`config.mk`:
```
export PLATFORM = sky130hd
export DESIGN_NAME = be_director_top
export DESIGN_NICKNAME = d
export VERILOG_FILES = /design/src/design/fe_cmd_pkg.sv /design/src/design/be_cfg_pkg.sv /design/src/design/be_director_top.sv /design/src/design/fe_cmd_arbiter.sv /design/src/design/branch_outcome_tracker.sv /design/src/design/npc_tracker.sv
export SDC_FILE = /design/constraint.sdc
export NUM_CORES = 1
export LEC_CHECK = 0
export ABC_AREA = 1
export BUFFER_PORTS_ARGS = -buffer_cell sky130_fd_sc_hd__buf_2
export CAP_MARGIN = 20
export CORE_MARGIN = 4
export CORE_UTILIZATION = 35
export CTS_CLUSTER_DIAMETER = 30
export DETAILED_ROUTE_END_ITERATION = 8
export PLACE_DENSITY_LB_ADDON = 0.3
export RECOVER_POWER = 50
export SLEW_MARGIN = 20
export SYNTH_ARGS = -nofsm -noshare
export SYNTH_HDL_FRONTEND = slang
export SYNTH_SLANG_ARGS = --single-unit
```
`constraint.sdc`:
```
create_clock -name clk_i -period 3.5 [get_ports clk_i]
set_input_delay 0.35 -clock clk_i [delete_from_list [all_inputs] [get_ports clk_i]]
set_output_delay 0.35 -clock clk_i [all_outputs]
set_load 0.02 [all_outputs]
```
`src/design/fe_cmd_pkg.sv`:
```
// FE command package
// Opcodes, redirect subopcodes and misprediction reasons sent to the front end
`default_nettype none

package fe_cmd_pkg;

   // Command opcode seen by the FE
   typedef enum logic [1:0]
   {
      state_reset  = 2'd0,
      pc_redirect  = 2'd1,
      icache_fence = 2'd2,
      attaboy      = 2'd3
   } fe_opcode_e;

   // Why a pc_redirect was sent
   typedef enum logic
   {
      trap              = 1'b0,
      branch_mispredict = 1'b1
   } fe_subop_e;

   // Reason attached to a branch_mispredict redirect
   // The FE uses it to train its predictor in the right direction
   typedef enum logic [1:0]
   {
      not_a_branch          = 2'd0,
      incorrect_pred_taken  = 2'd1,
      incorrect_pred_ntaken = 2'd2
   } mispredict_reason_e;

endpackage

`default_nettype wire

```
`src/design/be_cfg_pkg.sv`:
```
// Core configuration package
// Address and metadata widths plus the boot PC of the back-end director
`default_nettype none

package be_cfg_pkg;

   // Virtual address width of the core
   localparam int vaddr_width_gp = 39;

   // Branch metadata forwarded from the FE and handed back on redirects
   localparam int metadata_width_gp = 8;

   // PC used by the first state_reset command after boot
   localparam logic [vaddr_width_gp-1:0] reset_pc_gp = 39'h00_8000_0000;

endpackage

`default_nettype wire
```
`src/design/be_director_top.sv`:
```
// Back-end director
// Tracks the NPC, watches branch outcomes and sends commands to the front end
`timescale 1ns/100ps
`default_nettype none

module be_director_top
  #(parameter int vaddr_width_p    = be_cfg_pkg::vaddr_width_gp
   ,parameter int metadata_width_p = be_cfg_pkg::metadata_width_gp
   ,parameter logic [vaddr_width_p-1:0] reset_pc_p = be_cfg_pkg::reset_pc_gp
   )
   (input  logic                           clk_i
   ,input  logic                           reset_i
   ,input  logic                           freeze_i

   // Configuration port
   ,input  logic                           cfg_npc_w_v_i
   ,input  logic [vaddr_width_p-1:0]       cfg_npc_i
   ,output logic [vaddr_width_p-1:0]       cfg_npc_data_o

   // Issue stage
   ,input  logic                           isd_v_i
   ,input  logic [vaddr_width_p-1:0]       isd_pc_i
   ,input  logic [metadata_width_p-1:0]    isd_metadata_i
   ,output logic [vaddr_width_p-1:0]       expected_npc_o
   ,output logic                           poison_iss_o
   ,output logic                           suppress_iss_o

   // Execute stage
   ,input  logic                           ex1_v_i
   ,input  logic                           ex1_instr_v_i
   ,input  logic [vaddr_width_p-1:0]       ex1_npc_i
   ,input  logic                           ex1_br_or_jmp_i
   ,input  logic                           ex1_btaken_i

   // Traps
   ,input  logic                           fencei_i
   ,input  logic                           exception_i
   ,input  logic                           interrupt_i
   ,input  logic                           eret_i
   ,input  logic                           rollback_i
   ,input  logic [vaddr_width_p-1:0]       trap_npc_i
   ,output logic                           flush_o

   // FE command link
   ,output logic                           fe_cmd_v_o
   ,output fe_cmd_pkg::fe_opcode_e         fe_cmd_opcode_o
   ,output logic [vaddr_width_p-1:0]       fe_cmd_vaddr_o
   ,output fe_cmd_pkg::fe_subop_e          fe_cmd_subop_o
   ,output fe_cmd_pkg::mispredict_reason_e fe_cmd_reason_o
   ,output logic                           fe_cmd_taken_o
   ,output logic [metadata_width_p-1:0]    fe_cmd_metadata_o
   ,input  logic                           fe_cmd_ready_i
   ,input  logic                           fe_cmd_fence_i
   );

   logic [vaddr_width_p-1:0] npc_r;
   logic                     npc_mismatch;
   logic                     last_was_branch;
   logic                     last_was_taken;
   logic                     trap_v;

   assign trap_v = fencei_i | exception_i | interrupt_i | eret_i | rollback_i;

   assign cfg_npc_data_o = npc_r;

   npc_tracker
     #(.vaddr_width_p(vaddr_width_p)
      ,.reset_pc_p(reset_pc_p)
      )
   npc_tracker_inst
      (.clk_i(clk_i)
      ,.reset_i(reset_i)
      ,.cfg_npc_w_v_i(cfg_npc_w_v_i)
      ,.cfg_npc_i(cfg_npc_i)
      ,.ex1_instr_v_i(ex1_instr_v_i)
      ,.ex1_npc_i(ex1_npc_i)
      ,.trap_v_i(trap_v)
      ,.trap_npc_i(trap_npc_i)
      ,.isd_v_i(isd_v_i)
      ,.isd_pc_i(isd_pc_i)
      ,.npc_r_o(npc_r)
      ,.expected_npc_o(expected_npc_o)
      ,.npc_mismatch_o(npc_mismatch)
      );

   branch_outcome_tracker branch_outcome_tracker_inst
      (.clk_i(clk_i)
      ,.reset_i(reset_i)
      ,.ex1_v_i(ex1_v_i)
      ,.ex1_br_or_jmp_i(ex1_br_or_jmp_i)
      ,.ex1_btaken_i(ex1_btaken_i)
      ,.isd_v_i(isd_v_i)
      ,.last_was_branch_o(last_was_branch)
      ,.last_was_taken_o(last_was_taken)
      );

   fe_cmd_arbiter
     #(.vaddr_width_p(vaddr_width_p)
      ,.metadata_width_p(metadata_width_p)
      )
   fe_cmd_arbiter_inst
      (.clk_i(clk_i)
      ,.reset_i(reset_i)
      ,.freeze_i(freeze_i)
      ,.fe_cmd_ready_i(fe_cmd_ready_i)
      ,.fe_cmd_fence_i(fe_cmd_fence_i)
      ,.fencei_i(fencei_i)
      ,.exception_i(exception_i)
      ,.interrupt_i(interrupt_i)
      ,.eret_i(eret_i)
      ,.rollback_i(rollback_i)
      ,.trap_npc_i(trap_npc_i)
      ,.isd_v_i(isd_v_i)
      ,.isd_metadata_i(isd_metadata_i)
      ,.npc_r_i(npc_r)
      ,.expected_npc_i(expected_npc_o)
      ,.npc_mismatch_i(npc_mismatch)
      ,.last_was_branch_i(last_was_branch)
      ,.last_was_taken_i(last_was_taken)
      ,.fe_cmd_v_o(fe_cmd_v_o)
      ,.fe_cmd_opcode_o(fe_cmd_opcode_o)
      ,.fe_cmd_vaddr_o(fe_cmd_vaddr_o)
      ,.fe_cmd_subop_o(fe_cmd_subop_o)
      ,.fe_cmd_reason_o(fe_cmd_reason_o)
      ,.fe_cmd_taken_o(fe_cmd_taken_o)
      ,.fe_cmd_metadata_o(fe_cmd_metadata_o)
      ,.flush_o(flush_o)
      ,.poison_iss_o(poison_iss_o)
      ,.suppress_iss_o(suppress_iss_o)
      );

endmodule

`default_nettype wire

```
`src/design/fe_cmd_arbiter.sv`:
```
// FE command arbiter
// Boot state machine and priority choice of the command, flush, poison and suppress
`timescale 1ns/100ps
`default_nettype none

module fe_cmd_arbiter
  #(parameter int vaddr_width_p    = be_cfg_pkg::vaddr_width_gp
   ,parameter int metadata_width_p = be_cfg_pkg::metadata_width_gp
   )
   (input  logic                                clk_i
   ,input  logic                                reset_i

   ,input  logic                                freeze_i
   ,input  logic                                fe_cmd_ready_i
   ,input  logic                                fe_cmd_fence_i

   // Trap sources
   ,input  logic                                fencei_i
   ,input  logic                                exception_i
   ,input  logic                                interrupt_i
   ,input  logic                                eret_i
   ,input  logic                                rollback_i
   ,input  logic [vaddr_width_p-1:0]            trap_npc_i

   // Issue stage
   ,input  logic                                isd_v_i
   ,input  logic [metadata_width_p-1:0]         isd_metadata_i

   // From the NPC and branch trackers
   ,input  logic [vaddr_width_p-1:0]            npc_r_i
   ,input  logic [vaddr_width_p-1:0]            expected_npc_i
   ,input  logic                                npc_mismatch_i
   ,input  logic                                last_was_branch_i
   ,input  logic                                last_was_taken_i

   // FE command
   ,output logic                                fe_cmd_v_o
   ,output fe_cmd_pkg::fe_opcode_e              fe_cmd_opcode_o
   ,output logic [vaddr_width_p-1:0]            fe_cmd_vaddr_o
   ,output fe_cmd_pkg::fe_subop_e               fe_cmd_subop_o
   ,output fe_cmd_pkg::mispredict_reason_e      fe_cmd_reason_o
   ,output logic                                fe_cmd_taken_o
   ,output logic [metadata_width_p-1:0]         fe_cmd_metadata_o

   ,output logic                                flush_o
   ,output logic                                poison_iss_o
   ,output logic                                suppress_iss_o
   );

   import fe_cmd_pkg::*;

   typedef enum logic [1:0] {e_reset, e_boot, e_run, e_fence} state_e;

   state_e state_r;
   state_e state_n;
   logic   cmd_nonattaboy_v;

   // Any command except attaboy puts the FE into a fence
   assign cmd_nonattaboy_v = fe_cmd_v_o & (fe_cmd_opcode_o != attaboy);

   always_comb
   begin
      case (state_r)
         e_reset: state_n = freeze_i ? e_reset : e_boot;
         e_boot:  state_n = fe_cmd_v_o ? e_run : e_boot;
         e_run:   state_n = freeze_i ? e_reset : (cmd_nonattaboy_v ? e_fence : e_run);
         e_fence: state_n = fe_cmd_fence_i ? e_fence : e_run;
         default: state_n = e_reset;
      endcase
   end

   always_ff @(posedge clk_i)
   begin
      if (reset_i)
         state_r <= e_reset;
      else
         state_r <= state_n;
   end

   // Priority selection, highest first
   always_comb
   begin
      fe_cmd_v_o        = 1'b0;
      fe_cmd_opcode_o   = state_reset;
      fe_cmd_vaddr_o    = '0;
      fe_cmd_subop_o    = trap;
      fe_cmd_reason_o   = not_a_branch;
      fe_cmd_taken_o    = 1'b0;
      fe_cmd_metadata_o = '0;
      flush_o           = 1'b0;

      if ((state_r == e_reset) || freeze_i)
      begin
         // Held quiet
         fe_cmd_v_o = 1'b0;
      end
      else if (state_r == e_boot)
      begin
         fe_cmd_opcode_o = state_reset;
         fe_cmd_vaddr_o  = npc_r_i;
         fe_cmd_v_o      = fe_cmd_ready_i;
      end
      else if (fencei_i)
      begin
         fe_cmd_opcode_o = icache_fence;
         fe_cmd_vaddr_o  = trap_npc_i;
         fe_cmd_v_o      = fe_cmd_ready_i;
         flush_o         = 1'b1;
      end
      else if (exception_i | interrupt_i | eret_i)
      begin
         fe_cmd_opcode_o = pc_redirect;
         fe_cmd_vaddr_o  = trap_npc_i;
         fe_cmd_subop_o  = trap;
         fe_cmd_v_o      = fe_cmd_ready_i;
         flush_o         = 1'b1;
      end
      else if (rollback_i)
      begin
         // Replay from the trap NPC without telling the FE
         flush_o = 1'b1;
      end
      else if (npc_mismatch_i)
      begin
         fe_cmd_opcode_o   = pc_redirect;
         fe_cmd_vaddr_o    = expected_npc_i;
         fe_cmd_subop_o    = branch_mispredict;
         fe_cmd_metadata_o = isd_metadata_i;
         if (!last_was_branch_i)
            fe_cmd_reason_o = not_a_branch;
         else if (last_was_taken_i)
            fe_cmd_reason_o = incorrect_pred_taken;
         else
            fe_cmd_reason_o = incorrect_pred_ntaken;
         fe_cmd_v_o = fe_cmd_ready_i;
      end
      else if (isd_v_i & last_was_branch_i)
      begin
         // Prediction was right
         fe_cmd_opcode_o   = attaboy;
         fe_cmd_vaddr_o    = expected_npc_i;
         fe_cmd_taken_o    = last_was_taken_i;
         fe_cmd_metadata_o = isd_metadata_i;
         fe_cmd_v_o        = fe_cmd_ready_i;
      end
   end

   // Poison the instruction in issue on a flush or a wrong path
   assign poison_iss_o   = flush_o | npc_mismatch_i;
   assign suppress_iss_o = flush_o | ((state_r == e_fence) & fe_cmd_fence_i);

   // A command handed to the FE is accepted and carries a known target
   a_valid_needs_ready : assert property (
      @(posedge clk_i) disable iff (reset_i)
      fe_cmd_v_o |-> (fe_cmd_ready_i && !$isunknown(fe_cmd_vaddr_o))
   ) else $error("fe_cmd_arbiter: command sent while FE not ready or with unknown vaddr");

   // State never picks up X from the inputs
   a_state_legal : assert property (
      @(posedge clk_i) disable iff (reset_i)
      !$isunknown(state_r)
   ) else $error("fe_cmd_arbiter: state is unknown");

endmodule

`default_nettype wire

```
`src/design/branch_outcome_tracker.sv`:
```
// Branch outcome tracker
// Remembers the last resolved branch and its direction until the next issue
`timescale 1ns/100ps
`default_nettype none

module branch_outcome_tracker
   (input  logic clk_i
   ,input  logic reset_i

   // Execute stage result
   ,input  logic ex1_v_i
   ,input  logic ex1_br_or_jmp_i
   ,input  logic ex1_btaken_i

   // Issue stage handshake
   ,input  logic isd_v_i

   ,output logic last_was_branch_o
   ,output logic last_was_taken_o
   );

   logic branch_pending_r;
   logic taken_pending_r;
   logic ex1_branch;
   logic ex1_taken;
   logic pending_en;

   assign ex1_branch = ex1_v_i & ex1_br_or_jmp_i;
   assign ex1_taken  = ex1_v_i & ex1_btaken_i;

   // Update on a new ex1 result, clear on issue
   assign pending_en = ex1_v_i | isd_v_i;

   always_ff @(posedge clk_i)
   begin
      if (reset_i)
      begin
         branch_pending_r <= 1'b0;
         taken_pending_r  <= 1'b0;
      end
      else if (pending_en)
      begin
         // An instruction issuing this cycle consumes the outcome already
         branch_pending_r <= ex1_branch & ~isd_v_i;
         taken_pending_r  <= ex1_taken & ~isd_v_i;
      end
   end

   // Same-cycle ex1 result is forwarded so issue sees it without delay
   assign last_was_branch_o = branch_pending_r | ex1_branch;
   assign last_was_taken_o  = taken_pending_r | ex1_taken;

endmodule

`default_nettype wire

```
`src/design/npc_tracker.sv`:
```
// NPC tracker
// Holds the architectural next PC and flags issuing PCs that disagree with it
`timescale 1ns/100ps
`default_nettype none

module npc_tracker
  #(parameter int vaddr_width_p = be_cfg_pkg::vaddr_width_gp
   ,parameter logic [vaddr_width_p-1:0] reset_pc_p = be_cfg_pkg::reset_pc_gp
   )
   (input  logic                     clk_i
   ,input  logic                     reset_i

   // Configuration overwrite
   ,input  logic                     cfg_npc_w_v_i
   ,input  logic [vaddr_width_p-1:0] cfg_npc_i

   // Resolved next PC from execute
   ,input  logic                     ex1_instr_v_i
   ,input  logic [vaddr_width_p-1:0] ex1_npc_i

   // Any trap, fence or rollback
   ,input  logic                     trap_v_i
   ,input  logic [vaddr_width_p-1:0] trap_npc_i

   // Instruction at issue
   ,input  logic                     isd_v_i
   ,input  logic [vaddr_width_p-1:0] isd_pc_i

   ,output logic [vaddr_width_p-1:0] npc_r_o
   ,output logic [vaddr_width_p-1:0] expected_npc_o
   ,output logic                     npc_mismatch_o
   );

   logic [vaddr_width_p-1:0] npc_r;
   logic [vaddr_width_p-1:0] npc_n;
   logic                     npc_w_v;

   assign npc_w_v = cfg_npc_w_v_i | ex1_instr_v_i | trap_v_i;

   // Configuration wins over traps, traps win over the normal ex1 flow
   always_comb
   begin
      if (cfg_npc_w_v_i)
         npc_n = cfg_npc_i;
      else if (trap_v_i)
         npc_n = trap_npc_i;
      else
         npc_n = ex1_npc_i;
   end

   always_ff @(posedge clk_i)
   begin
      if (reset_i)
         npc_r <= reset_pc_p;
      else if (npc_w_v)
         npc_r <= npc_n;
   end

   // Bypass so that issue compares against the value being written
   assign expected_npc_o = npc_w_v ? npc_n : npc_r;

   assign npc_mismatch_o = isd_v_i & (isd_pc_i != expected_npc_o);

   assign npc_r_o = npc_r;

   // An issuing PC must be known for the mismatch compare to mean anything
   a_issue_pc_known : assert property (
      @(posedge clk_i) disable iff (reset_i)
      isd_v_i |-> !$isunknown(isd_pc_i)
   ) else $error("npc_tracker: issuing PC is unknown");

   // The NPC register never loads an unknown value
   a_npc_known : assert property (
      @(posedge clk_i) disable iff (reset_i)
      !$isunknown(npc_r)
   ) else $error("npc_tracker: NPC register is unknown");

endmodule

`default_nettype wire

```
## Word level (Yosys, flattened, before mapping)

Index checks and enable logic that the tools add are counted.

- Flip-flop bits (word level): 43
- Output and inout bits: 135
- Bits of input ports: 180
- Word-level logic and storage cells: 96

- Bitwise operators: 22
- Reductions and logical operators: 2
- Equality and inequality tests: 5
- Muxes and demuxes: 63

Operator list:

| cell | number |
|---|---|
| $mux W39 | 10 |
| $mux W8 | 7 |
| $ne A39 B39 Y1 | 1 |
| $mux W2 | 17 |
| $mux W1 | 28 |
| $or A1 B1 Y1 | 13 |
| $and A1 B1 Y1 | 8 |
| $pmux W2 S4 | 1 |
| $eq A2 B2 Y1 const B | 2 |
| $eq A2 B1 Y1 const B | 1 |
| $logic_not A2 Y1 | 1 |
| $ne A2 B2 Y1 const B | 1 |
| $logic_or A1 B1 Y1 | 1 |
| $not A1 Y1 | 1 |

## Logic depth before layout (Yosys ltp)

- Depth after elaboration: 20
- Depth in mapped cells: 24
- Depth with buffers taken out: 23

## Cells and area by module

Synthesis repeated with hierarchy kept, for this count alone.

- Cell total of the unflattened synthesis: 913
- Area total of the unflattened synthesis: 4819.6 µm²

Modules (own cells, without submodules):

| module | sequential area each (µm²) | cells each | area each (µm²) | times used |
|---|---|---|---|---|
| npc_tracker | 780.7 | 639 | 3454.6 | 1 |
| fe_cmd_arbiter | 40.0 | 254 | 1253.7 | 1 |
| branch_outcome_tracker | 40.0 | 16 | 95.1 | 1 |
| be_director_top | 0.0 | 4 | 16.3 | 1 |

## Worst setup path after synthesis

No wires, ideal clock.

- Path kind: in2out
- From: in ex1_instr_v_i
- To: out fe_cmd_vaddr_o[10]
- Cell stages on the path: 17
- Setup slack: 0.624 ns
- Arrival time: 2.526 ns
- Required time: 3.150 ns
- Path buffers: 3
- Cells stage by stage: or2_2 nor2_4 inv_2 clkbuf_2 or2_0 nand2_1 xnor2_1 nor2_1 nand2_1 nor2_1 nand3_2 nand2_2 nand2_1 buf_4 buf_6 nand3_1 a21oi_1

- Cells in the longest elaborated chain, start to end: 11
- Elaborated cells on any way between the ends: 12
- Those cells by class: eq/ne: 1; mux: 8; bitwise: 3

Ends and longest elaborated chain:

| element | RTL line | text |
|---|---|---|
| start: declaration | be_director_top.sv:30 | `,input logic ex1_instr_v_i` |
| $or A1 B1 Y1 * (2 in a row) | npc_tracker.sv:38 | `assign npc_w_v = cfg_npc_w_v_i \| ex1_instr_v_i \| trap_v_i;` |
| $mux W39 * | npc_tracker.sv:60 | `assign expected_npc_o = npc_w_v ? npc_n : npc_r;` |
| $ne A39 B39 Y1 | npc_tracker.sv:62 | `assign npc_mismatch_o = isd_v_i & (isd_pc_i != expected_npc_o);` |
| $and A1 B1 Y1 | npc_tracker.sv:62 |  |
| $mux W39 * | fe_cmd_arbiter.sv:123 | `else if (npc_mismatch_i)` |
| $mux W39 * | fe_cmd_arbiter.sv:118 | `else if (rollback_i)` |
| $mux W39 * | fe_cmd_arbiter.sv:110 | `else if (exception_i \| interrupt_i \| eret_i)` |
| $mux W39 * | fe_cmd_arbiter.sv:103 | `else if (fencei_i)` |
| $mux W39 * | fe_cmd_arbiter.sv:97 | `else if (state_r == e_boot)` |
| $mux W39 * | fe_cmd_arbiter.sv:92 | `if ((state_r == e_reset) \|\| freeze_i)` |
| end: declaration | be_director_top.sv:47 | `,output logic [vaddr_width_p-1:0] fe_cmd_vaddr_o` |

Mark *: on every way between the ends. The rest lies on a longest branch, timed or not.

## Worst setup path in the final report

- From: in interrupt_i
- To: out fe_cmd_vaddr_o[35]

- Cells in the longest elaborated chain, start to end: 14
- Elaborated cells on any way between the ends: 18
- Those cells by class: eq/ne: 1; mux: 10; bitwise: 7

Ends and longest elaborated chain:

| element | RTL line | text |
|---|---|---|
| start: declaration | be_director_top.sv:38 | `,input logic interrupt_i` |
| $or A1 B1 Y1 (3 in a row) | be_director_top.sv:62 | `assign trap_v = fencei_i \| exception_i \| interrupt_i \| eret_i \| rollback_i;` |
| $mux W39 | npc_tracker.sv:45 | `else if (trap_v_i)` |
| $mux W39 | npc_tracker.sv:43 | `if (cfg_npc_w_v_i)` |
| $mux W39 | npc_tracker.sv:60 |  |
| $ne A39 B39 Y1 | npc_tracker.sv:62 |  |
| $and A1 B1 Y1 | npc_tracker.sv:62 |  |
| $mux W39 | fe_cmd_arbiter.sv:123 |  |
| $mux W39 | fe_cmd_arbiter.sv:118 |  |
| $mux W39 * | fe_cmd_arbiter.sv:110 |  |
| $mux W39 * | fe_cmd_arbiter.sv:103 |  |
| $mux W39 * | fe_cmd_arbiter.sv:97 |  |
| $mux W39 * | fe_cmd_arbiter.sv:92 |  |

Marked as above.

==> impl_results.md <==
* Placed Cells at 1470
* Total CTS buffers at 5
* DRC at 0
* Critical path data arrival time at 3030 ps
* Antenna violations before repair at 1
* Buf/Inv on CP at 6
* Non-filler cells, final at 1504
* Remaining Overflow, GRT at 0
* Peak supply drop at 186 uV
* Met3 wire len at 2.44 mm
* Top FF cell, synth: dfxtp_1
* Post-Syn Instances at 1013
* Max transition margin at 0.253
* PwrDens at 253 mW/mm^2
* Worst path cell trace: buf_6 -> nor2_4 -> nand4_4 -> nor2_4 -> buf_6 -> buf_12 -> buf_8 -> a21oi_1 -> nand2_1 -> nand3_2 -> nand2_2 -> nand2_1 -> nor2_1 -> nand2_1 -> nor2_2 -> nand3_2 -> nand2_4 -> nand2_8 -> clkbuf_16 -> nand3_2 -> a21oi_2 -> buf_4
* Clk_skew at 3.86 ps
* Clock transition at path regs at 70 ps
* Die span in y at 129 um
* Number of flops mapped to enable cells by yosys at 0
* Area delta synth->final at 48.2%
* WL/cell at 16.8 um
* #FFs+latches synth at 43
* Power consumption at 1910 uW
* Net count after synthesis at 1193
* DPL Wire Length at 17.6 mm
* Delay-heaviest family, CP: simple AND/OR/NAND/NOR gates
* Port bufs at 314
* Final hold vios at 0
* Max Slew Vio Count at 0
* CTS sink count at 43
* N_diodes at 0
* Most frequent cells in the layout: 275 x nand2_1, 267 x buf_2, 173 x inv_1
* Final core occ at 0.537
* Max stage delay on crit path at 290 ps
* Core Box Area at 0.0141 sq mm
* WS Path Type: in -> out
* Layout cell share with drive strength beyond 1 at 0.278
* Slew at the pin closest to its max-slew limit at 1120 ps
* Synthesized area per cell at 5.04 sq um
* Critical Path Stages at 22
* Max_cap viols at 0
* Largest net degree at the start of global routing at 53
* Period utilization at 0.966
* Die area at 0.0166 sq mm
* Min-Delay Path Class: in -> reg
* Register-to-Register Path Depth at 17
* CP startpoint kind: primary input
* GRT Resource Usage Total at 0.268
* # IOs at 315
* Post-Route WL at 25.2 mm
* Met2 WL post-DR at 12.0 mm
* Min Tclk post-route at 3380 ps
* Most common cell after layout, fill and taps aside: nand2_1
* Min-Delay Path Depth at 3
* CP required at 3150 ps
* Netlist Area Pre-Place at 0.00511 sq mm
* Leak at 0.00444 uW
* DRT iter0 DRCs at 498
* Root Buffer: clkbuf_16
* Clock Latency Late Sink at 290 ps
* Hold Buf Count CTS at 0
* Ys Warns at 0
* Nets at 1503
* Initial core utilization at 0.363
* CP Capture Type: output port
* Vias per cell at 5.08
* Crit Path Max Fanout at 8
* Unique masters post-synth at 29
* Status: complete, no violations
* DR top layer: met4
* ANT nets after route at 0
* GPL Wtd Cong at 0.917
* Metal-1 WL at 10.1 mm
* Vias in the first global route at 6919
* Clock buffer depth at 2
* First-pass GRT wire length at 35.6 mm
* Vias at 7635
* Max Fclk at 296 MHz
* Die Width at 129 um
* Final setup fails at 0
* CTS tree: built
* Async set-reset flop share out of synthesis at 0
* Number of core rows at 43
* Sequential share of the synthesized area at 0.168
* Drt pass-1 iters at 6
* Crit-path slowest cell: nor2_4
* Htree depth at 2
==> cells by family after synthesis <==
kind of cell	share of synthesized area
buf+inv	0.185
xor+xnor	0.00514
simple gates	0.475
compound gates	0.167
flops	0.168
==> cell usage after synthesis (4+ instances only) <==
cell	number	share of area
dfxtp_1	43	0.17
buf_6	4	0.0088
a21oi_1	112	0.11
nand3b_1	7	0.010
clkbuf_1	34	0.025
nor2_1	95	0.070
nand3_1	115	0.11
or2_1	28	0.034
buf_2	9	0.0088
inv_1	176	0.13
buf_1	6	0.0044
and3_1	8	0.0098
o21ai_0	55	0.054
nand2_1	293	0.22
==> metal layers <==
layer | global-route usage | vias up
li1 | - | 3760
met1 | 0.336 | 3401
met2 | 0.473 | 426
met3 | 0.0415 | 48
met4 | 0.0791 | 0
met5 | 0 | -
==> flip-flops by register name (all words and copies together) (netlist names) <==
signal,count
branch_outcome_tracker_inst.taken_pending_r,1
npc_tracker_inst.npc_r_o,39
branch_outcome_tracker_inst.branch_pending_r,1
fe_cmd_arbiter_inst.state_r,2
==> path summary, 6_finish.rpt <==
check / from / end / slack, ps
worst min-delay path: fe_cmd_ready_i / fe_cmd_arbiter_inst.state_r[0] / 360
worst max-delay path: interrupt_i / fe_cmd_vaddr_o[35] / 120
worst max register to register: npc_tracker_inst.npc_r_o[13] / fe_cmd_arbiter_inst.state_r[1] / 1410
worst min register to register: branch_outcome_tracker_inst.branch_pending_r / branch_outcome_tracker_inst.branch_pending_r / 480
==> worst reg2reg max path, stage by stage (launching register included) <==
cell and delay (ps):
dfxtp_1 340, or2_1 270, nand2_2 100, nand2_1 50, nand2_1 120, nand2_1 70
nor2_1 90, nand2_1 70, nor2_2 130, nand3_2 130, nand2_4 120, nand2_8 100
nand2_1 110, nand2_1 70, nand2_1 60, nor2_1 40, nor2_1 90, nor2_1 40
==> area by class of cell <==
class,count,area (sq um)
Multi-Input combinational cell,733,3430
Tap cell,180,225
Timing Repair inverter,2,17.5
Inverter,180,688
Fill cell,1555,6530
Timing Repair Buffer,358,2200
Sequential cell,43,861
Clock buffer,8,156
==> what timing repair did <==
item / CTS / global route
endpoints found under the setup margin: 0 / 50
setup buffers: 0 / 16
gates resized for setup: 0 / 62
==> metrics by stage <==
step                instance area, sq um  TNS (ps)  hold slack, ps  setup slack (ps)
detailed placement                  6910         0             468              39.1
global placement                    6910         0             450              89.8
finish                              7570         0             359               118
CTS                                 7070         0             349              38.5
global route                        7570     -1660             384             -59.4
floorplan                           5110         0             436               624
==> power by group <==
part / leakage (uW) / internal (uW) / total, uW / switching, uW
Combinational: 0.00401 / 299 / 835 / 536
Clock: 0.0000772 / 305 / 525 / 220
Sequential: 0.000357 / 522 / 553 / 31.2
Note: power is estimated with default switching activity, not from simulation.
